===== config.mk =====
export PLATFORM = sky130hd
export DESIGN_NAME = debug_unit
export DESIGN_NICKNAME = d
export VERILOG_FILES = /design/src/hw/debug_cmd_pkg.sv /design/src/hw/debug_bus_pkg.sv /design/src/hw/command_fsm.sv /design/src/hw/program_loader.sv /design/src/hw/state_dumper.sv /design/src/hw/debug_unit.sv
export SDC_FILE = /design/constraint.sdc
export NUM_CORES = 1
export LEC_CHECK = 0
export ABC_AREA = 0
export BUFFER_PORTS_ARGS = -buffer_cell sky130_fd_sc_hd__buf_2
export CORE_UTILIZATION = 26
export DETAILED_ROUTE_END_ITERATION = 8
export GPL_TIMING_DRIVEN = 0
export PLACE_DENSITY = 0.48
export SKIP_LAST_GASP = 1
export SLEW_MARGIN = 20
export SYNTH_ARGS = -nofsm -noshare
export SYNTH_HDL_FRONTEND = slang
export SYNTH_SLANG_ARGS = --single-unit

===== constraint.sdc =====
create_clock -name i_clock -period 3.1 [get_ports i_clock]
set_clock_uncertainty 0.1 [all_clocks]
set_input_delay 0.465 -clock i_clock [delete_from_list [all_inputs] [get_ports i_clock]]
set_output_delay 0.465 -clock i_clock [all_outputs]
set_load 0.005 [all_outputs]

===== src/hw/debug_cmd_pkg.sv =====
package debug_cmd_pkg;

    // uart byte width
    localparam int NB_BYTE = 8;

    // command codes as sent by the host
    typedef enum logic [NB_BYTE-1:0] {
        CMD_WRITE_IM  = 8'd1,
        CMD_START     = 8'd2,
        CMD_STEP_MODE = 8'd3,
        CMD_STEP      = 8'd7,
        CMD_CONTINUE  = 8'd8
    } debug_cmd_e;

    // controller states, visible on o_state
    typedef enum logic [3:0] {
        ST_IDLE      = 4'd0,
        ST_LOAD      = 4'd1,
        ST_READY     = 4'd2,
        ST_RUN       = 4'd3,
        ST_STEP_WAIT = 4'd4,
        ST_DUMP      = 4'd5
    } debug_state_e;

    // one received byte, two readings
    // cmd while waiting for a command, raw while loading a program
    typedef union packed {
        debug_cmd_e         cmd;
        logic [NB_BYTE-1:0] raw;
    } rx_byte_u;

endpackage


===== src/hw/debug_bus_pkg.sv =====
package debug_bus_pkg;

    // pc and register width
    localparam int NB_WORD        = 32;
    localparam int BYTES_PER_WORD = 4;
    // im address as seen by the datapath
    localparam int NB_IM_ADDR     = 32;

    // instruction memory write port
    typedef struct packed {
        logic                                write;
        logic [NB_IM_ADDR-1:0]               addr;
        logic [debug_cmd_pkg::NB_BYTE-1:0]   data;
    } im_write_t;

    // datapath run controls
    typedef struct packed {
        logic enable;
        logic step_mode;
        logic step;
        logic rb_read;
    } dp_ctrl_t;

    // byte offered to the uart transmitter
    typedef struct packed {
        logic                              start;
        logic [debug_cmd_pkg::NB_BYTE-1:0] data;
    } tx_req_t;

endpackage


===== src/hw/command_fsm.sv =====
`timescale 1ns/1ps

module command_fsm (
    input  logic                        i_clock,
    input  logic                        i_reset,
    input  logic                        i_rx_done,
    input  debug_cmd_pkg::rx_byte_u     i_rx_data,
    input  logic                        i_hlt,
    input  logic                        i_load_done,
    input  logic                        i_dump_done,
    output logic                        o_load_start,
    output logic                        o_dump_start,
    output debug_bus_pkg::dp_ctrl_t     o_dp,
    output debug_cmd_pkg::debug_state_e o_state
);

    import debug_cmd_pkg::*;

    debug_state_e state;
    debug_state_e next_state;
    // registered so it lines up with the first dump cycle
    logic         step_q;
    logic         step_cmd;

    // step request accepted only while waiting in step mode
    assign step_cmd = (state == ST_STEP_WAIT) && !i_hlt && i_rx_done &&
                      (i_rx_data.cmd == CMD_STEP);

    always_ff @(posedge i_clock) begin
        if (i_reset) begin
            state  <= ST_IDLE;
            step_q <= 1'b0;
        end else begin
            state  <= next_state;
            step_q <= step_cmd;
        end
    end

    always_comb begin
        next_state = state;
        case (state)
            ST_IDLE: begin
                // only the write command applies here
                if (i_rx_done && i_rx_data.cmd == CMD_WRITE_IM) begin
                    next_state = ST_LOAD;
                end
            end
            ST_LOAD: begin
                // bytes belong to the loader now
                if (i_load_done) begin
                    next_state = ST_READY;
                end
            end
            ST_READY: begin
                if (i_rx_done) begin
                    case (i_rx_data.cmd)
                        CMD_START:     next_state = ST_RUN;
                        CMD_STEP_MODE: next_state = ST_STEP_WAIT;
                        default:       next_state = ST_READY;
                    endcase
                end
            end
            ST_RUN: begin
                if (i_hlt) begin
                    next_state = ST_IDLE;
                end
            end
            ST_STEP_WAIT: begin
                // halt wins over any command in the same cycle
                if (i_hlt) begin
                    next_state = ST_IDLE;
                end else if (i_rx_done) begin
                    case (i_rx_data.cmd)
                        CMD_STEP:     next_state = ST_DUMP;
                        CMD_CONTINUE: next_state = ST_RUN;
                        default:      next_state = ST_STEP_WAIT;
                    endcase
                end
            end
            ST_DUMP: begin
                if (i_dump_done) begin
                    next_state = ST_STEP_WAIT;
                end
            end
            default: next_state = ST_IDLE;
        endcase
    end

    // loader arms on the command cycle, ready for the very next byte
    assign o_load_start = (state == ST_IDLE) && i_rx_done && (i_rx_data.cmd == CMD_WRITE_IM);
    // dump kicks off together with the step pulse
    assign o_dump_start = step_q;

    always_comb begin
        o_dp           = '0;
        o_dp.enable    = (state == ST_RUN) || (state == ST_STEP_WAIT);
        o_dp.step_mode = (state == ST_STEP_WAIT) || (state == ST_DUMP);
        o_dp.step      = step_q;
        // rb_read comes from the dumper, merged at the top
        o_dp.rb_read   = 1'b0;
    end

    assign o_state = state;

    // a step pulse never shows up outside step mode
    a_step_in_step_mode : assert property (
        @(posedge i_clock) disable iff (i_reset)
        o_dp.step |-> o_dp.step_mode
    ) else $error("step pulse outside step mode");

endmodule


===== src/hw/program_loader.sv =====
`timescale 1ns/1ps

module program_loader #(
    parameter int IM_DEPTH = 256
) (
    input  logic                     i_clock,
    input  logic                     i_reset,
    input  logic                     i_load_start,
    input  logic                     i_rx_done,
    input  debug_cmd_pkg::rx_byte_u  i_rx_data,
    output debug_bus_pkg::im_write_t o_im,
    output logic                     o_load_done
);

    import debug_bus_pkg::*;

    localparam int NB_IM_CNT = $clog2(IM_DEPTH);

    logic                 armed;
    logic [NB_IM_CNT-1:0] byte_cnt;
    logic [NB_IM_CNT-1:0] wr_addr;
    logic                 wr_q;
    logic                 done_q;
    logic [7:0]           wr_data;
    logic                 last_byte;

    assign last_byte = (byte_cnt == NB_IM_CNT'(IM_DEPTH - 1));

    always_ff @(posedge i_clock) begin
        if (i_reset) begin
            armed    <= 1'b0;
            byte_cnt <= '0;
            wr_addr  <= '0;
            wr_q     <= 1'b0;
            done_q   <= 1'b0;
        end else begin
            // strobes last one cycle
            wr_q   <= 1'b0;
            done_q <= 1'b0;
            if (i_load_start) begin
                armed    <= 1'b1;
                byte_cnt <= '0;
            end else if (armed && i_rx_done) begin
                wr_q     <= 1'b1;
                wr_addr  <= byte_cnt;
                byte_cnt <= byte_cnt + 1'b1;
                // done rides with the last write strobe
                if (last_byte) begin
                    armed  <= 1'b0;
                    done_q <= 1'b1;
                end
            end
        end
    end

    // program byte, raw view of the union
    always_ff @(posedge i_clock) begin
        if (armed && i_rx_done) begin
            wr_data <= i_rx_data.raw;
        end
    end

    assign o_im.write  = wr_q;
    assign o_im.addr   = NB_IM_ADDR'(wr_addr);
    assign o_im.data   = wr_data;
    assign o_load_done = done_q;

    a_write_in_range : assert property (
        @(posedge i_clock) disable iff (i_reset)
        o_im.write |-> (o_im.addr < NB_IM_ADDR'(IM_DEPTH))
    ) else $error("instruction memory write beyond IM_DEPTH");

endmodule


===== src/hw/state_dumper.sv =====
`timescale 1ns/1ps

module state_dumper #(
    parameter int RB_DEPTH = 32
) (
    input  logic                                i_clock,
    input  logic                                i_reset,
    input  logic                                i_dump_start,
    input  logic                                i_tx_done,
    input  logic [debug_bus_pkg::NB_WORD-1:0]   i_pc_value,
    input  logic [debug_bus_pkg::NB_WORD-1:0]   i_br_data,
    output debug_bus_pkg::tx_req_t              o_tx,
    output logic [$clog2(RB_DEPTH)-1:0]         o_rb_addr,
    output logic                                o_rb_read,
    output logic                                o_dump_done
);

    import debug_cmd_pkg::*;
    import debug_bus_pkg::*;

    localparam int NB_BYTE_CNT = $clog2(BYTES_PER_WORD);
    localparam int NB_RB_ADDR  = $clog2(RB_DEPTH);
    // word 0 is the pc, words 1..RB_DEPTH are registers
    localparam int NB_WORD_CNT = $clog2(RB_DEPTH + 1);

    typedef enum logic [1:0] {
        D_IDLE,
        D_LOAD,
        D_SEND
    } dump_phase_e;

    dump_phase_e            phase;
    logic [NB_BYTE_CNT-1:0] byte_cnt;
    logic [NB_WORD_CNT-1:0] word_cnt;
    logic [NB_RB_ADDR-1:0]  rb_addr;
    logic                   tx_start;
    logic                   done_q;
    logic [NB_WORD-1:0]     word_q;
    logic                   last_byte;
    logic                   last_word;

    assign last_byte = (byte_cnt == NB_BYTE_CNT'(BYTES_PER_WORD - 1));
    assign last_word = (word_cnt == NB_WORD_CNT'(RB_DEPTH));

    always_ff @(posedge i_clock) begin
        if (i_reset) begin
            phase    <= D_IDLE;
            byte_cnt <= '0;
            word_cnt <= '0;
            rb_addr  <= '0;
            tx_start <= 1'b0;
            done_q   <= 1'b0;
        end else begin
            done_q <= 1'b0;
            case (phase)
                D_IDLE: begin
                    if (i_dump_start) begin
                        phase    <= D_LOAD;
                        word_cnt <= '0;
                    end
                end
                D_LOAD: begin
                    // word latched this cycle, start offering it
                    phase    <= D_SEND;
                    byte_cnt <= '0;
                    tx_start <= 1'b1;
                    // next word reads register word_cnt
                    // address held for the whole send
                    rb_addr  <= word_cnt[NB_RB_ADDR-1:0];
                end
                D_SEND: begin
                    // hold the byte until the transmitter takes it
                    if (i_tx_done) begin
                        if (last_byte) begin
                            tx_start <= 1'b0;
                            if (last_word) begin
                                phase  <= D_IDLE;
                                done_q <= 1'b1;
                            end else begin
                                phase    <= D_LOAD;
                                word_cnt <= word_cnt + 1'b1;
                            end
                        end else begin
                            byte_cnt <= byte_cnt + 1'b1;
                        end
                    end
                end
                default: phase <= D_IDLE;
            endcase
        end
    end

    // word latch, shifted left so the top byte is always the one on offer
    always_ff @(posedge i_clock) begin
        if (phase == D_LOAD) begin
            word_q <= (word_cnt == '0) ? i_pc_value : i_br_data;
        end else if (phase == D_SEND && i_tx_done) begin
            word_q <= word_q << NB_BYTE;
        end
    end

    assign o_tx.start  = tx_start;
    assign o_tx.data   = word_q[NB_WORD-1 -: NB_BYTE];
    assign o_rb_addr   = rb_addr;
    // debug read port busy for the whole dump
    assign o_rb_read   = (phase != D_IDLE);
    assign o_dump_done = done_q;

    // a byte is never withdrawn before the transmitter took it
    a_start_held : assert property (
        @(posedge i_clock) disable iff (i_reset)
        $fell(o_tx.start) |-> $past(i_tx_done)
    ) else $error("tx start dropped without tx done");

endmodule


===== src/hw/debug_unit.sv =====
`timescale 1ns/1ps

module debug_unit #(
    parameter int IM_DEPTH = 256,
    parameter int RB_DEPTH = 32
) (
    input  logic                                i_clock,
    input  logic                                i_reset,
    input  logic                                i_rx_done,
    input  debug_cmd_pkg::rx_byte_u             i_rx_data,
    input  logic                                i_tx_done,
    input  logic                                i_hlt,
    input  logic [debug_bus_pkg::NB_WORD-1:0]   i_pc_value,
    input  logic [debug_bus_pkg::NB_WORD-1:0]   i_br_data,
    output debug_bus_pkg::im_write_t            o_im,
    output debug_bus_pkg::dp_ctrl_t             o_dp,
    output debug_bus_pkg::tx_req_t              o_tx,
    output logic [$clog2(RB_DEPTH)-1:0]         o_rb_addr,
    output debug_cmd_pkg::debug_state_e         o_state
);

    import debug_bus_pkg::*;

    // handshakes between the controller and its helpers
    logic     load_start;
    logic     load_done;
    logic     dump_start;
    logic     dump_done;
    logic     rb_read;
    dp_ctrl_t fsm_dp;

    command_fsm u_command_fsm (
        .i_clock      (i_clock),
        .i_reset      (i_reset),
        .i_rx_done    (i_rx_done),
        .i_rx_data    (i_rx_data),
        .i_hlt        (i_hlt),
        .i_load_done  (load_done),
        .i_dump_done  (dump_done),
        .o_load_start (load_start),
        .o_dump_start (dump_start),
        .o_dp         (fsm_dp),
        .o_state      (o_state)
    );

    program_loader #(
        .IM_DEPTH (IM_DEPTH)
    ) u_program_loader (
        .i_clock      (i_clock),
        .i_reset      (i_reset),
        .i_load_start (load_start),
        .i_rx_done    (i_rx_done),
        .i_rx_data    (i_rx_data),
        .o_im         (o_im),
        .o_load_done  (load_done)
    );

    state_dumper #(
        .RB_DEPTH (RB_DEPTH)
    ) u_state_dumper (
        .i_clock      (i_clock),
        .i_reset      (i_reset),
        .i_dump_start (dump_start),
        .i_tx_done    (i_tx_done),
        .i_pc_value   (i_pc_value),
        .i_br_data    (i_br_data),
        .o_tx         (o_tx),
        .o_rb_addr    (o_rb_addr),
        .o_rb_read    (rb_read),
        .o_dump_done  (dump_done)
    );

    // run controls from the fsm, register read enable from the dumper
    assign o_dp = '{
        enable    : fsm_dp.enable,
        step_mode : fsm_dp.step_mode,
        step      : fsm_dp.step,
        rb_read   : rb_read
    };

endmodule


==> flow_summary.toml, run 1 <==
[floorplanning]
rows = 45
start_util_pct = 26.57
io_pins = 140
die_h_um = 126.4
die_area_um2 = 15980
core-area_um2 = 15150
die_x_um = 126.4

[routing]
wirelength_um = 10120
remaining_drc_errors = 0
vias = 3460
viasPerCell = 4.430
ant_nets = 0
firstDrtPassIters = 4
wire_per_inst_um = 12.96
drt_iter0_markers = 125

[synthesis]
syn_avg_cell_area_um2 = 9.145
synth_top_cell_area_share_pct = 29.85
seq_area_frac_synth_pct = 49.75
syn_area_um2 = 4024
ys_top_cells_by_area = "edfxtp_1, dfxtp_1, nand2_1"
ys.flop_type = "edfxtp_1"
yosys_warnings = 0
syn-instance-count = 440
synth_edf_count = 40
yosys.area.top_type = "edfxtp_1"
synth_cell_types = 49
ys_seq_elements = 80
synth-async-reset-ratio_pct = 0

[sta]
rsz0062_at_grt = "no"
drv_slew = 0
fin_crit_sh_pct = 82.54
holdWs_ns = 0.2396
finalSetupViolations = 0
tightest_slew_ns = 0.7993
finalSetupTns_ns = 0
slew_headroom_pct = 46.53
min_period_ns = 2.559
hold_violations = 0
fmax_ghz = 0.3908

[power_and_ir_drop]
max-vdd-ir-drop_uv = 404.3
power_w = 0.002458
p_per_area_nw_per_um2 = 468.6
p_leak_nw = 2.245

[layout]
area_growth_pct = 30.35
multi_input_area_um2 = 1652
finalNetCount = 669
num_antenna_cells = 0
layout_common_cells = "buf_2, nand2_1, nor2_1, dfxtp_1, edfxtp_1"
drive_above_1_share_pct = 32.04
fill_cells = 1580
final_common_cell = "buf_2"
fin_area_um2 = 5245
regArea_um2 = 2002

[worst_setup_path]
required_ns = 2.90
r2r-end = "u_state_dumper.word_q[6]$_SDFFCE_PN0P_"
worstPathMaxFanout = 32
crit_start = "u_state_dumper.phase[1]$_SDFFE_PP0P_"
cp-endpoint = "u_state_dumper.word_q[6]$_SDFFCE_PN0P_"
r2r_cells = 4
critPathLaunchType = "flip-flop"
arrival_ns = 2.36
crit_type = "reg2reg"
r2r_setup_slack_ns = 0.54
reg2reg_from = "u_state_dumper.phase[1]$_SDFFE_PP0P_"
end_kind = "flip-flop"

[global_routing]
grt_first_pass_wirelength_um = 16260
grt-ovfl-total = 0
antenna_found_initial = 0
grt_pass1_vias = 3334
track_usage_pct = 13.18
grt_max_degree = 33

[cts]
cts_setup_buffers = 0
ctsLongestPathBuffers = 2
numCtsBuffers = 9
insertion_delay_ns = 0.34
hold_buffers = 0
htreeDepth = 3
root_buffer = "clkbuf_16"
path_clk_slew_ns = 0.06
cts_tree = "built"
cts_resized = 0
clock_sinks = 80

[place]
place_congestion = 0.7993
placed_area_um2 = 4917
hpwl_um = 7458
portBuffers = 113

[outcome]
outcome = "finished, final reports clean"

[min_path]
hold_class = "in2reg"

[job]
max_cap_violations = 0
[sequential cells by signal, summed over array words and instances, names as in the netlist, 3 cells and up]
signal and flops:
u_state_dumper.word_q 32, u_state_dumper.o_rb_addr 5, u_command_fsm.o_state 3, u_program_loader.wr_addr 8, u_program_loader.byte_cnt 8, u_program_loader.wr_data 8, u_state_dumper.word_cnt 6
[metal layers]
layer | vias to the layer above | share of wire, % | global-route usage [%]
met5 | - | 0 | 0
met4 | 0 | 1.9 | 5.103
met3 | 18 | 7.7 | 4.639
met2 | 124 | 45 | 21.42
met1 | 1557 | 45 | 15.97
li1 | 1761 | - | -
[cell type report]
cell class | instances | area share, %
Inverter | 10 | 0.7156
Clock inverter | 4 | 0.9303
Timing Repair Buffer | 113 | 10.78
Clock buffer | 12 | 5.320
Multi-Input combinational cell | 316 | 31.49
Buffer | 58 | 8.111
Tap cell | 188 | 4.485
Sequential cell | 80 | 38.17
[critical path, stage by stage, from the launching register on]
cell and delay (ns):
dfxtp_1 0.35, clkbuf_1 0.34, nand2b_1 0.30, clkbuf_1 0.42
nand2_2 0.58
[cell families after synthesis]
logic type | after synthesis | synth area share (%)
xor gates and xnor gates | 7 | 1.524
adders and majority gates | 4 | 1.244
AOI/OAI and AO/OA | 73 | 11.23
other | 1 | 0.09319
buffers and inverters | 68 | 11.50
muxes | 10 | 2.550
and+or+nand+nor | 197 | 22.11
DFF | 80 | 49.75
[power by group]
part,total [W],switching [W],internal (W)
logic,0.000194,0.000100,0.0000940
registers,0.00111,0.00000458,0.00111
clock network,0.00115,0.000432,0.000721
[stage by stage]
step           setup slack, ns  utilization (%)  std cells
6_report                0.5414            34.63        781
5_1_grt                 0.2560            34.63        781
4_1_cts                 0.4314            34.63        781
3_5_place_dp            0.4494            32.47        765
3_3_place_gp           0.03278            32.45        765
2_1_floorplan           0.7956                -        464
[Yosys cell counts (3+ instances only)]
cell type and instances:
a21oi_1 24, a31oi_1 26, buf_2 4, buf_4 38, buf_6 8, clkbuf_1 8, dfxtp_1 40, edfxtp_1 40
ha_1 4, inv_1 8, mux2i_1 8, nand2_1 96, nand2b_1 3, nand3_1 8, nand4_1 6, nor2_1 53
nor2b_1 6, nor3_1 5, o21ai_0 8, or3_1 7, xor2_1 5
[how the worst min path moves through the flow]
stage	from	endpoint	slack, ns	cells after the start
after floorplan	u_state_dumper.o_rb_addr[0]$_SDFFE_PP0P_	u_state_dumper.o_rb_addr[0]$_SDFFE_PP0P_	0.35	2
after global placement	u_state_dumper.o_rb_addr[0]$_SDFFE_PP0P_	u_state_dumper.o_rb_addr[0]$_SDFFE_PP0P_	0.35	2
after detailed placement	u_state_dumper.o_rb_addr[2]$_SDFFE_PP0P_	u_state_dumper.o_rb_addr[2]$_SDFFE_PP0P_	0.35	2
after CTS	i_rx_data[0]	u_program_loader.wr_data[0]$_DFFE_PP_	0.23	1
after global routing	i_rx_data[4]	u_program_loader.wr_data[4]$_DFFE_PP_	0.23	1
final	i_rx_data[0]	u_program_loader.wr_data[0]$_DFFE_PP_	0.24	1
Power figures use the tool's default switching activity.
==> run 2, diff against run 1 <==
clock period = 2.5 ns   (was 3.1 ns; I/O delays follow)
==> flow_summary.toml, run 2 (same netlist as run 1, synthesis figures left out) <==
[worst_setup_path]
end_kind = "flip-flop"
worstPathMaxFanout = 32
path_cells = "clkbuf_1 > nand2b_1 > clkbuf_2 > nand2_4"
required_ns = 2.40
r2r_setup_slack_ns = 0.44
crit_type = "reg2reg"
r2r-end = "u_state_dumper.word_q[3]$_SDFFCE_PN0P_"
cp_slowest_stage_delay_ns = 0.35
arrival_ns = 1.96
r2r_cells = 4
slowest_stage = "dfxtp_1"
reg2reg_from = "u_state_dumper.phase[1]$_SDFFE_PP0P_"
critPathLaunchType = "flip-flop"

[floorplanning]
core-area_um2 = 15150
io_pins = 140
rows = 45
start_util_pct = 26.57
die_area_um2 = 15980
die_h_um = 126.4
die_x_um = 126.4

[layout]
num_antenna_cells = 0
largest_register_ff_count = 32
drive_above_1_share_pct = 32.21
top_register = "u_state_dumper.word_q"
layout_common_cells = "buf_2, nand2_1, nor2_1, dfxtp_1, edfxtp_1"
finalNetCount = 669
final_common_cell = "buf_2"
area_growth_pct = 30.50

[global_routing]
use_met2_pct = 21.42
grt-ovfl-total = 0
grt_util_met3_pct = 4.639
antenna_found_initial = 0
grt_first_pass_wirelength_um = 16260
track_usage_pct = 13.18
grt.busiest_layer = "met2"
grt_max_degree = 33
met1_usage_pct = 15.97
grt_pass1_vias = 3336

[cts]
cts_tree = "built"
root_buffer = "clkbuf_16"
htreeDepth = 3
numCtsBuffers = 9
path_clk_slew_ns = 0.06
cts_setup_buffers = 0
clock_sinks = 80
insertion_delay_ns = 0.34
ctsLongestPathBuffers = 2

[sta]
drv_slew = 0
tightest_slew_ns = 0.5338
fmax_ghz = 0.4853
slew_headroom_pct = 64.42
min_period_ns = 2.061
hold_violations = 0
finalSetupViolations = 0
finalSetupTns_ns = 0
rsz0062_at_grt = "no"
fin_crit_sh_pct = 82.42

[place]
place_congestion = 0.7993
portBuffers = 113
hpwl_um = 7458

[routing]
ant_nets = 0
wirelength_um = 10120
firstDrtPassIters = 4
vias = 3454
viasPerCell = 4.423
drt_iter0_markers = 121
remaining_drc_errors = 0
wire_per_inst_um = 12.96

[power_and_ir_drop]
p_per_area_nw_per_um2 = 580.6
max-vdd-ir-drop_uv = 501.3
p_leak_nw = 2.248
power_w = 0.003049

[job]
max_cap_violations = 0

[min_path]
hold_class = "in2reg"
whs_path_depth = 1
holdPathEnd = "u_program_loader.wr_data[0]$_DFFE_PP_"
hp-start = "i_rx_data[0]"

[outcome]
outcome = "finished, final reports clean"
==> run 2: per-stage QoR <==
stage / setup WS, ns / util (%) / std cells / hold WS, ns / area [um^2]
after floorplan: 0.1956 / - / 464 / 0.3527 / 4114
after global placement: -0.5672 / 32.45 / 765 / 0.3469 / 4915
after detailed placement: -0.1506 / 32.47 / 765 / 0.3460 / 4917
after CTS: 0.08858 / 34.66 / 781 / 0.1370 / 5250
after global routing: 0.2129 / 34.67 / 781 / 0.1450 / 5251
final: 0.4394 / 34.67 / 781 / 0.1495 / 5251
==> run 2: area by class of cell <==
| class | instances | area [um^2] |
|---|---|---|
| fill | 1582 | 9894 |
| sequential | 80 | 2002 |
| multi-input combinational | 316 | 1657 |
| timing repair buffer | 113 | 565.5 |
| buffer | 58 | 426.7 |
| clock buffer | 12 | 279.0 |
| tap | 188 | 235.2 |
| clock inverter | 4 | 48.80 |
| inverter | 10 | 37.54 |
==> run 2: critical path, delay by kind of cell (launching register included) <==
kind	cells	cell delay, ns
AND/OR/NAND/NOR	2	0.60
buffers and inverters	2	0.64
flip-flops	1	0.35
==> run 2: metal layers <==
layer / wire length (um) / vias to the layer above
li1: - / 1761
met2: 4562 / 127
met4: 188 / 0
met1: 4573 / 1548
met5: 0 / -
met3: 795 / 18
==> run 2: what timing repair did <==
action,4_1_cts,5_1_grt
hold buffers,0,0
resized for setup,1,2
setup endpoints to repair,32,32
==> run 2: how the worst max path moves through the flow <==
stage	from	endpoint	slack, ns	cells after the start
after detailed placement	u_state_dumper.phase[1]$_SDFFE_PP0P_	u_state_dumper.word_q[30]$_DFFE_PP_	-0.15	4
after global routing	u_state_dumper.phase[0]$_SDFFE_PP0P_	u_state_dumper.word_q[9]$_DFFE_PP_	0.21	5
after floorplan	u_state_dumper.phase[1]$_SDFFE_PP0P_	u_state_dumper.word_q[0]$_SDFFCE_PN0P_	0.20	4
after global placement	u_state_dumper.phase[1]$_SDFFE_PP0P_	u_state_dumper.word_q[22]$_DFFE_PP_	-0.57	4
final	u_state_dumper.phase[1]$_SDFFE_PP0P_	u_state_dumper.word_q[3]$_SDFFCE_PN0P_	0.44	4
after CTS	u_state_dumper.phase[1]$_SDFFE_PP0P_	u_state_dumper.word_q[15]$_DFFE_PP_	0.09	4
==> run 2: power breakdown <==
| part | switching (W) | leakage [nW] | total (W) | internal, W |
|---|---|---|---|---|
| logic | 0.000124 | 1.41 | 0.000241 | 0.000117 |
| clock network | 0.000537 | 0.163 | 0.00143 | 0.000893 |
| registers | 0.00000568 | 0.674 | 0.00138 | 0.00137 |
| total | 0.000667 | 2.25 | 0.00305 | 0.00238 |
